--- src/logic/bridge_pkg.sv ---
package bridge_pkg;

  // one bus word, used for addresses and data alike
  typedef logic [31:0] word_t;

  // one enable bit per byte lane
  typedef logic [3:0] byte_en_t;

  // byte position inside a word
  typedef logic [1:0] offset_t;

  // access sequencing states
  typedef enum logic [2:0] {
    IDLE        = 3'd0,
    FETCH_DATA  = 3'd1,  // data read or write on the bus
    INSTR_SET   = 3'd2,  // one turnaround cycle before the instruction read
    FETCH_INSTR = 3'd3,  // instruction read on the bus
    HALTED      = 3'd4   // one cycle with clk_enable high
  } bus_state_t;

  // consecutive waitrequest cycles before an access is abandoned
  localparam int BUS_TIMEOUT_CYCLES = 16;

  // enough bits to hold BUS_TIMEOUT_CYCLES itself
  localparam int TIMER_WIDTH = 5;

endpackage
--- src/logic/aligned_req_if.sv ---
`timescale 1ns/1ns

interface aligned_req_if;
  import bridge_pkg::*;

  word_t    address;     // word-aligned data address
  word_t    writedata;   // write data moved into its lanes
  byte_en_t byteenable;
  offset_t  offset;      // byte offset stripped from the address

  modport aligner (
    output address,
    output writedata,
    output byteenable,
    output offset
  );

  modport fsm (
    input address,
    input writedata,
    input byteenable,
    input offset
  );

endinterface

--- src/logic/harvard_avalon_bridge.sv ---
`timescale 1ns/1ns

module harvard_avalon_bridge (
  input  logic                 clk,
  input  logic                 reset,

  // Avalon memory bus
  output bridge_pkg::word_t    av_address,
  output logic                 av_write,
  output logic                 av_read,
  input  logic                 av_waitrequest,
  output bridge_pkg::word_t    av_writedata,
  output bridge_pkg::byte_en_t av_byteenable,
  input  bridge_pkg::word_t    av_readdata,

  // processor stall
  output logic                 clk_enable,

  // instruction port
  input  bridge_pkg::word_t    instr_address,
  input  logic                 instr_read,
  output bridge_pkg::word_t    instr_readdata,

  // data port
  input  bridge_pkg::word_t    data_address,
  input  logic                 data_write,
  input  logic                 data_read,
  input  bridge_pkg::word_t    data_writedata,
  output bridge_pkg::word_t    data_readdata,

  output logic                 bus_error   // sticky watchdog flag
);

  aligned_req_if req_if ();

  logic capture_data;
  logic capture_instr;
  logic waiting;
  logic restart;
  logic expired;

  lane_aligner i_lane_aligner (
    .clk            (clk),
    .reset          (reset),
    .data_address   (data_address),
    .data_writedata (data_writedata),
    .av_readdata    (av_readdata),
    .capture_data   (capture_data),
    .capture_instr  (capture_instr),
    .req            (req_if.aligner),
    .data_readdata  (data_readdata),
    .instr_readdata (instr_readdata)
  );

  access_fsm i_access_fsm (
    .clk            (clk),
    .reset          (reset),
    .data_read      (data_read),
    .data_write     (data_write),
    .instr_read     (instr_read),
    .instr_address  (instr_address),
    .av_waitrequest (av_waitrequest),
    .req            (req_if.fsm),
    .expired        (expired),
    .av_address     (av_address),
    .av_writedata   (av_writedata),
    .av_byteenable  (av_byteenable),
    .av_read        (av_read),
    .av_write       (av_write),
    .clk_enable     (clk_enable),
    .capture_data   (capture_data),
    .capture_instr  (capture_instr),
    .waiting        (waiting),
    .restart        (restart),
    .bus_error      (bus_error)
  );

  wait_timer i_wait_timer (
    .clk     (clk),
    .reset   (reset),
    .waiting (waiting),
    .restart (restart),
    .expired (expired)
  );

endmodule

--- src/logic/access_fsm.sv ---
`timescale 1ns/1ns

module access_fsm (
  input  logic                 clk,
  input  logic                 reset,
  input  logic                 data_read,
  input  logic                 data_write,
  input  logic                 instr_read,
  input  bridge_pkg::word_t    instr_address,
  input  logic                 av_waitrequest,
  aligned_req_if.fsm           req,
  input  logic                 expired,
  output bridge_pkg::word_t    av_address,
  output bridge_pkg::word_t    av_writedata,
  output bridge_pkg::byte_en_t av_byteenable,
  output logic                 av_read,
  output logic                 av_write,
  output logic                 clk_enable,
  output logic                 capture_data,
  output logic                 capture_instr,
  output logic                 waiting,
  output logic                 restart,
  output logic                 bus_error
);
  import bridge_pkg::*;

  bus_state_t state;
  bus_state_t state_next;
  logic       data_req;       // exactly one of data_read, data_write
  logic       data_is_write;  // direction latched when the data access starts
  logic       in_fetch;
  logic       timed_out;

  assign data_req  = data_read ^ data_write;
  assign in_fetch  = (state == FETCH_DATA) || (state == FETCH_INSTR);
  assign timed_out = in_fetch && av_waitrequest && expired;
  assign waiting   = in_fetch && av_waitrequest;

  // completion strobes for the readback registers, never on a timeout
  assign capture_data  = (state == FETCH_DATA) && !av_waitrequest && !data_is_write;
  assign capture_instr = (state == FETCH_INSTR) && !av_waitrequest;

  // clears the wait timer on every entry into a fetch state
  assign restart = (state_next != state) &&
                   ((state_next == FETCH_DATA) || (state_next == FETCH_INSTR));

  always_comb
  begin
    state_next = state;
    case (state)
      IDLE:
      begin
        if (data_req)
          state_next = FETCH_DATA;  // data goes first
        else if (instr_read)
          state_next = FETCH_INSTR;
      end
      FETCH_DATA:
      begin
        if (timed_out)
          state_next = HALTED;  // abandoned, no instruction fetch
        else if (!av_waitrequest)
          state_next = instr_read ? INSTR_SET : HALTED;
      end
      INSTR_SET:
      begin
        state_next = FETCH_INSTR;
      end
      FETCH_INSTR:
      begin
        if (timed_out || !av_waitrequest)
          state_next = HALTED;
      end
      HALTED:
      begin
        state_next = IDLE;  // processor runs for this one cycle
      end
      default:
      begin
        state_next = IDLE;
      end
    endcase
  end

  always_ff @(posedge clk)
  begin
    if (reset)
    begin
      state         <= IDLE;
      data_is_write <= 1'b0;
      bus_error     <= 1'b0;
    end
    else
    begin
      state <= state_next;
      if ((state == IDLE) && data_req)
        data_is_write <= data_write;
      if (timed_out)
        bus_error <= 1'b1;  // sticky until reset
    end
  end

  // bus drive and stall per state
  always_comb
  begin
    clk_enable    = 1'b0;
    av_address    = instr_address;
    av_writedata  = '0;
    av_byteenable = 4'b1111;
    av_read       = 1'b0;
    av_write      = 1'b0;
    case (state)
      IDLE:
      begin
        clk_enable = !(data_req || instr_read);  // stall as soon as a request shows
        if (data_req)
        begin
          av_address    = req.address;
          av_writedata  = req.writedata;
          av_byteenable = req.byteenable;
          av_read       = data_read;
          av_write      = data_write;
        end
        else if (instr_read)
        begin
          av_read = 1'b1;
        end
      end
      FETCH_DATA:
      begin
        av_address    = req.address;
        av_writedata  = req.writedata;
        av_byteenable = req.byteenable;
        av_read       = !data_is_write;
        av_write      = data_is_write;
      end
      INSTR_SET, FETCH_INSTR:
      begin
        av_read = 1'b1;  // whole-word instruction read
      end
      HALTED:
      begin
        clk_enable = 1'b1;
      end
      default:
      begin
        clk_enable = 1'b1;
      end
    endcase
  end

  a_one_command: assert property (
    @(posedge clk) disable iff (reset)
      !(av_read && av_write)
  ) else $error("access_fsm: read and write asserted together");

  // Avalon rule, the processor must also hold its request during the stall
  a_hold_on_wait: assert property (
    @(posedge clk) disable iff (reset)
      (in_fetch && av_waitrequest && !expired) |=>
        $stable(av_address) && $stable(av_writedata) && $stable(av_byteenable) &&
        $stable(av_read) && $stable(av_write)
  ) else $error("access_fsm: bus changed while waitrequest was high");

endmodule

--- src/logic/wait_timer.sv ---
`timescale 1ns/1ns

module wait_timer (
  input  logic clk,
  input  logic reset,
  input  logic waiting,
  input  logic restart,
  output logic expired
);
  import bridge_pkg::*;

  logic [TIMER_WIDTH-1:0] count;  // wait cycles seen in the current access

  always_ff @(posedge clk)
  begin
    if (reset || restart)
    begin
      count <= '0;
    end
    else if (waiting && (count < BUS_TIMEOUT_CYCLES))
    begin
      count <= count + 1'b1;  // saturates at the limit
    end
  end

  assign expired = (count == BUS_TIMEOUT_CYCLES);

  // saturation keeps the count inside its range for the whole access
  a_count_bounded: assert property (
    @(posedge clk) disable iff (reset)
      count <= BUS_TIMEOUT_CYCLES
  ) else $error("wait_timer: count %0d above limit", count);

  // once expired, the fsm must leave the fetch state and restart the count
  a_expire_restarts: assert property (
    @(posedge clk) disable iff (reset)
      (expired && waiting) |=> !expired || restart || !waiting
  ) else $error("wait_timer: timeout not acted on");

endmodule

--- src/logic/lane_aligner.sv ---
`timescale 1ns/1ns

module lane_aligner (
  input  logic              clk,
  input  logic              reset,
  input  bridge_pkg::word_t data_address,
  input  bridge_pkg::word_t data_writedata,
  input  bridge_pkg::word_t av_readdata,
  input  logic              capture_data,
  input  logic              capture_instr,
  aligned_req_if.aligner    req,
  output bridge_pkg::word_t data_readdata,
  output bridge_pkg::word_t instr_readdata
);
  import bridge_pkg::*;

  logic [4:0] shift_bits;  // offset in bits, always a multiple of 8

  assign req.address = {data_address[31:2], 2'b00};  // drop the byte offset
  assign req.offset  = data_address[1:0];
  assign shift_bits  = {req.offset, 3'b000};

  // lanes from the offset up to the top byte are enabled
  always_comb
  begin
    case (req.offset)
      2'b00:   req.byteenable = 4'b1111;
      2'b01:   req.byteenable = 4'b1110;
      2'b10:   req.byteenable = 4'b1100;
      default: req.byteenable = 4'b1000;
    endcase
  end

  assign req.writedata = data_writedata << shift_bits;  // low bytes move into addressed lanes

  // readback registers, loaded on the edge that completes an access
  always_ff @(posedge clk)
  begin
    if (reset)
    begin
      data_readdata  <= '0;
      instr_readdata <= '0;
    end
    else
    begin
      if (capture_data)
        data_readdata <= av_readdata >> shift_bits;  // addressed byte lands in bits 7:0
      if (capture_instr)
        instr_readdata <= av_readdata;  // instructions are always whole words
    end
  end

endmodule

--- config.mk ---
export PLATFORM = sky130hd
export DESIGN_NAME = harvard_avalon_bridge
export DESIGN_NICKNAME = d
export VERILOG_FILES = /design/src/logic/bridge_pkg.sv /design/src/logic/aligned_req_if.sv /design/src/logic/harvard_avalon_bridge.sv /design/src/logic/access_fsm.sv /design/src/logic/wait_timer.sv /design/src/logic/lane_aligner.sv
export SDC_FILE = /design/constraint.sdc
export NUM_CORES = 1
export LEC_CHECK = 0
export BUFFER_PORTS_ARGS = -buffer_cell sky130_fd_sc_hd__buf_4
export CORE_AREA = 2 2 106 108
export CTS_CLUSTER_SIZE = 8
export DETAILED_ROUTE_END_ITERATION = 6
export DIE_AREA = 0 0 108 110
export HOLD_SLACK_MARGIN = 0.02
export PLACE_DENSITY_LB_ADDON = 0.3
export REMOVE_ABC_BUFFERS = 1
export SLEW_MARGIN = 20
export SYNTH_ARGS = -nofsm -noshare
export SYNTH_HDL_FRONTEND = slang
export SYNTH_SLANG_ARGS = --single-unit
--- constraint.sdc ---
create_clock -name clk -period 3 [get_ports clk]
set_input_delay 0.6 -clock clk [delete_from_list [all_inputs] [get_ports clk]]
set_output_delay 0.6 -clock clk [all_outputs]
set_load 0.005 [all_outputs]
==> impl_metrics.yaml, run 1 <==
clock_network:
  clk_path_buf_depth: 2
  root_buffer: "clkbuf_8"
  clk_pin_slew_ns: 0.08
  clock-sinks: 74
  cts_tree: "built"
  post_cts_buffers: 0
  cts_hold_buf: 0
  insertion_delay_ns: 0.35
  numCtsBuffers: 9
  cts_htree_levels: 3
  post_cts_resized: 0
synth:
  netlist.area_leader.share: 0.340
  synth_top_family_by_area: "compound AO/OA/AOI/OAI gates"
  synthTopCellsByArea: "dfxtp_1, a21oi_1, mux2_2"
  syn_area_um2: 4360
  yosysMostFrequentCell: "nand2_1"
  synth-seq-area-share: 0.340
  synth-compound-area-share: 0.198
  async_flop_share: 0
  ys.flop_type: "dfxtp_1"
  syn-instance-count: 527
  yosys-top-cells-count: "nand2_1, a21oi_1, dfxtp_1"
  synth_cell_types: 43
  synth_edf_count: 0
  synth-simple-area-share: 0.195
  yosys.area.top_type: "dfxtp_1"
  ys_seq_elements: 74
  synth_mux_area_frac: 0.197
  synth_xor_area_frac: 0
  synth_area_per_cell_um2: 8.27
  synth_fa_ha_area_frac: 0.00862
  yosys_warnings: 0
sta:
  fin_setup_tns_ns: 0
  finalSetupViolCount: 0
  finClkSkew_ns: 0.00632
  tightest_slew_ns: 0.669
  maxSlewViolCount: 0
  report.final.hold_viol_count: 0
  rsz0062_at_grt: "false"
  relSlewSlack: 0.550
  fmax_ghz: 0.366
  period_share: 0.911
  hold_ws_ns: 0.457
  period_minus_slack_ns: 2.73
worst_hold_path:
  hp-class: "reg2reg"
cells_and_area:
  area.growth.synth_to_final_pct: 52.6
  diodes: 0
  final_nets: 903
  design_area_um2: 6650
  layout-drive-gt1-share: 0.454
  post-route-util: 0.621
worst_setup_path:
  cp.required_ns: 2.40
  path_class: "in2out"
  critPathMaxStageDelay_ns: 0.38
  cp-end-kind: "output pin"
  critPathArrivalTime_ns: 2.13
  crit_top_cell: "buf_4"
  worstPathMaxFanout: 56
  slowest_stage: "mux2_2"
  worstSetupStartpointType: "input port"
  worstPathCellList: "buf_4, ha_1, inv_1, o21ai_4, buf_12, mux2_2, buf_4"
routing:
  viasPerCell: 5.47
  via_count: 4984
  dr_wl_met3_um: 1320
  ant_nets: 0
  wl_met2_um: 8400
  drtIter0Drc: 347
  wl_um: 16500
  drc: 0
  first_pass_iters: 5
  wl_met1_um: 6250
  top_layer_used: "met4"
  wl_per_cell_um: 18.1
floorplan:
  start_util: 0.407
  ios: 270
  die_y_um: 110
  fp.dieW_um: 108
  rows: 38
  core_area_um2: 10700
  die-area_um2: 11900
global_routing:
  grt_pass1_wl_um: 24700
  grt_pass1_vias: 4654
  grt_max_degree: 57
  grt_antenna_before_repair: 0
  grt_util_all_layers: 0.268
  gr-total-overflow: 0
power:
  leakage_nw: 2.93
  power_mw: 2.69
  powerDensity_nw_per_um2: 404
  ir_worst_vdd_mv: 0.209
place:
  place.gp.congestion: 0.863
  numPortBuffers: 268
  dpl_cell_area_um2: 6470
  hpwl_um: 12500
job:
  cap_violations: 0
outcome:
  status: "complete, no violations"
per-layer routing:
metal / up-vias / global-route usage
met3: 36 / 0.0676
met5: - / 0
li1: 2377 / -
met1: 2348 / 0.306
met2: 223 / 0.475
met4: 0 / 0.117
state kept, by name, summed over array words and instances, names as in the netlist:
signal,cells
i_lane_aligner.data_readdata,32
i_lane_aligner.instr_readdata,32
i_wait_timer.count,5
i_access_fsm.state,3
i_access_fsm.bus_error,1
i_access_fsm.data_is_write,1
layout by cell type (no fill, tap or decap), types with 10 or more instances in the layout:
master    Yosys  final
a211oi_1     24     24
a21oi_1      79     79
buf_4         1    281
clkbuf_8      0     10
dfxtp_1      74     74
mux2_2       31     31
mux2i_1      33     33
nand2_1      80     80
nand3_1      12     12
o21ai_0      29     28
worst max-delay path, delay by kind of cell:
family | cells | cell delay [ns]
buffers and inverters | 4 | 0.60
adders and majority gates | 1 | 0.37
muxes | 1 | 0.38
AOI/OAI and AO/OA | 1 | 0.15
cells by family after synthesis:
family                     count (synthesis)
DFF                                       74
AOI/OAI and AO/OA                        149
adders and majority gates                  3
buffers and inverters                     63
and+or+nand+nor                          165
other                                      1
muxes                                     72
cell type report:
type	instances	area, um2
clock buffer	10	138
clock inverter	6	41.3
fill	912	4050
inverter	9	33.8
multi-input combinational	390	2650
sequential	74	1480
tap	140	175
timing repair buffer	282	2130
stage by stage:
step                worst slack, ns  cells
floorplan                     -2.65    473
global placement              0.334    895
detailed placement            0.278    895
CTS                           0.275    911
global route                  0.208    911
finish                        0.266    911
final timing paths:
path	from	to	slack, ns	cells after the start
max	data_write	av_address[9]	0.27	7
min	i_lane_aligner.instr_readdata[4]$_SDFFE_PP0P_	i_lane_aligner.instr_readdata[4]$_SDFFE_PP0P_	0.46	2
max reg2reg	i_access_fsm.state[0]$_SDFF_PP0_	i_lane_aligner.data_readdata[11]$_SDFFE_PP0P_	0.70	3
min reg2reg	i_lane_aligner.instr_readdata[4]$_SDFFE_PP0P_	i_lane_aligner.instr_readdata[4]$_SDFFE_PP0P_	0.46	2
power by group:
part | switching [mW] | leakage, nW | internal, mW | total [mW]
Clock | 0.388 | 0.0847 | 0.322 | 0.710
Combinational | 0.414 | 2.24 | 0.513 | 0.927
Sequential | 0.0325 | 0.599 | 1.02 | 1.05
Power figures use the tool's default switching activity.
==> run 2: changes to the inputs <==
Settings changed: CORE_AREA 2 2 106 108 to 2 2 122 89, DIE_AREA 0 0 108 110 to 0 0 124 91.
==> impl_metrics.yaml, run 2 (synthesized netlist as in run 1, its figures left out) <==
outcome:
  status: "complete, no violations"
floorplan:
  core_area_um2: 10100
  die-area_um2: 11300
  fp.dieW_um: 124
  ios: 270
  die_y_um: 91
  rows: 31
  start_util: 0.432
routing:
  via_count: 4961
  viasPerCell: 5.50
  wl_per_cell_um: 18.9
  drc: 0
  first_pass_iters: 5
  wl_um: 17100
  ant_nets: 0
  drtIter0Drc: 319
place:
  numPortBuffers: 268
  place.gp.congestion: 0.836
  hpwl_um: 12800
worst_setup_path:
  path_class: "reg2out"
  slowest_stage: "dfxtp_1"
  cp.required_ns: 2.40
  critPathArrivalTime_ns: 2.22
  cp-end-kind: "output pin"
  worstPathMaxFanout: 56
  worstPathCellList: "nor2_1, o21ai_4, buf_12, mux2_2, buf_4"
  worstSetupStartpointType: "flop"
  critPathMaxStageDelay_ns: 0.72
job:
  cap_violations: 0
global_routing:
  grt_pass1_wl_um: 26200
  grt_pass1_vias: 4919
  grt_util_all_layers: 0.299
  gr-total-overflow: 0
  grt_max_degree: 71
  grt_antenna_before_repair: 2
clock_network:
  cts_htree_levels: 3
  post_cts_resized: 0
  clk_path_buf_depth: 2
  insertion_delay_ns: 0.33
  numCtsBuffers: 9
  cts_tree: "built"
  post_cts_buffers: 0
  clk_pin_slew_ns: 0.05
  root_buffer: "clkbuf_16"
  cts_hold_buf: 0
  clock-sinks: 74
sta:
  period_share: 0.939
  report.final.hold_viol_count: 0
  fmax_ghz: 0.355
  fin_setup_tns_ns: 0
  period_minus_slack_ns: 2.82
  maxSlewViolCount: 0
  finClkSkew_ns: 0.00642
  rsz0062_at_grt: "false"
  finalSetupViolCount: 0
  tightest_slew_ns: 0.754
  relSlewSlack: 0.497
power:
  leakage_nw: 2.97
  powerDensity_nw_per_um2: 443
  power_mw: 2.98
  ir_worst_vdd_mv: 0.315
cells_and_area:
  final_nets: 900
  layout-drive-gt1-share: 0.449
  final_cell_mix: "buf_4, nand2_1, a21oi_1"
  area.growth.synth_to_final_pct: 54.4
  top_regs: "i_lane_aligner.data_readdata: 32 flops, i_lane_aligner.instr_readdata: 32 flops, i_wait_timer.count: 5 flops"
  layout_commonest_cell: "buf_4"
worst_hold_path:
  hp-class: "reg2reg"
==> run 2: changes by cell type in the layout (fill, tap and decap cells not counted) <==
cell,delta
inv_6,-1
clkinv_4,+2
buf_12,+1
clkbuf_16,+9
buf_4,-4
diode_2,+2
clkinvlp_4,-3
clkbuf_8,-9
clkbuf_1,+2
==> run 2: path summary, 6_finish.rpt <==
path | slack, ns | to | depth (start not counted) | start
setup / recovery | 0.18 | av_address[12] | 5 | i_access_fsm.state[2]$_SDFF_PP0_
hold / removal | 0.46 | i_lane_aligner.instr_readdata[0]$_SDFFE_PP0P_ | 2 | i_lane_aligner.instr_readdata[0]$_SDFFE_PP0P_
setup reg to reg | 0.67 | i_lane_aligner.data_readdata[10]$_SDFFE_PP0P_ | 3 | i_access_fsm.state[0]$_SDFF_PP0_
hold reg to reg | 0.46 | i_lane_aligner.instr_readdata[0]$_SDFFE_PP0P_ | 2 | i_lane_aligner.instr_readdata[0]$_SDFFE_PP0P_
==> run 2: cell type report <==
class	count	area, um2
diodes	2	5.00
clock buffers	12	246
clock inverters	4	27.5
fillers	895	3360
inverters	9	33.8
multi-input cells	390	2650
flip-flops and latches	74	1480
well taps	132	165
repair buffers	279	2120
==> run 2: report_power, final <==
part / total (mW) / switching, mW / internal (mW)
clock: 0.985 / 0.403 / 0.583
combinational: 0.937 / 0.424 / 0.513
sequential: 1.06 / 0.0362 / 1.02
total: 2.98 / 0.863 / 2.11
==> run 2: per-layer routing <==
layer | routed length, um | GRT usage | part of all wire | vias up
li1 | - | - | - | 2374
met1 | 7050 | 0.368 | 0.41 | 2398
met2 | 8280 | 0.499 | 0.48 | 168
met3 | 1470 | 0.108 | 0.086 | 21
met4 | 276 | 0.0693 | 0.016 | 0
met5 | 0 | 0 | 0 | -
==> run 2: worst max-delay path, delay by kind of cell, from the launching register on <==
family	cells	cell delay (ns)
multiplexers	1	0.38
AO/OA/AOI/OAI	1	0.12
buffers and inverters	2	0.41
flip-flops	1	0.72
AND/OR/NAND/NOR	1	0.22
==> run 2: per-stage QoR <==
stage	cells	util	cell area (um2)	setup slack (ns)	hold slack [ns]
floorplan	473	-	4130	-2.65	0.447
global placement	884	0.639	6450	0.340	0.444
detailed placement	884	0.639	6450	0.253	0.450
CTS	900	0.667	6720	0.214	0.458
global route	901	0.667	6720	0.0862	0.476
finish	902	0.667	6730	0.184	0.456
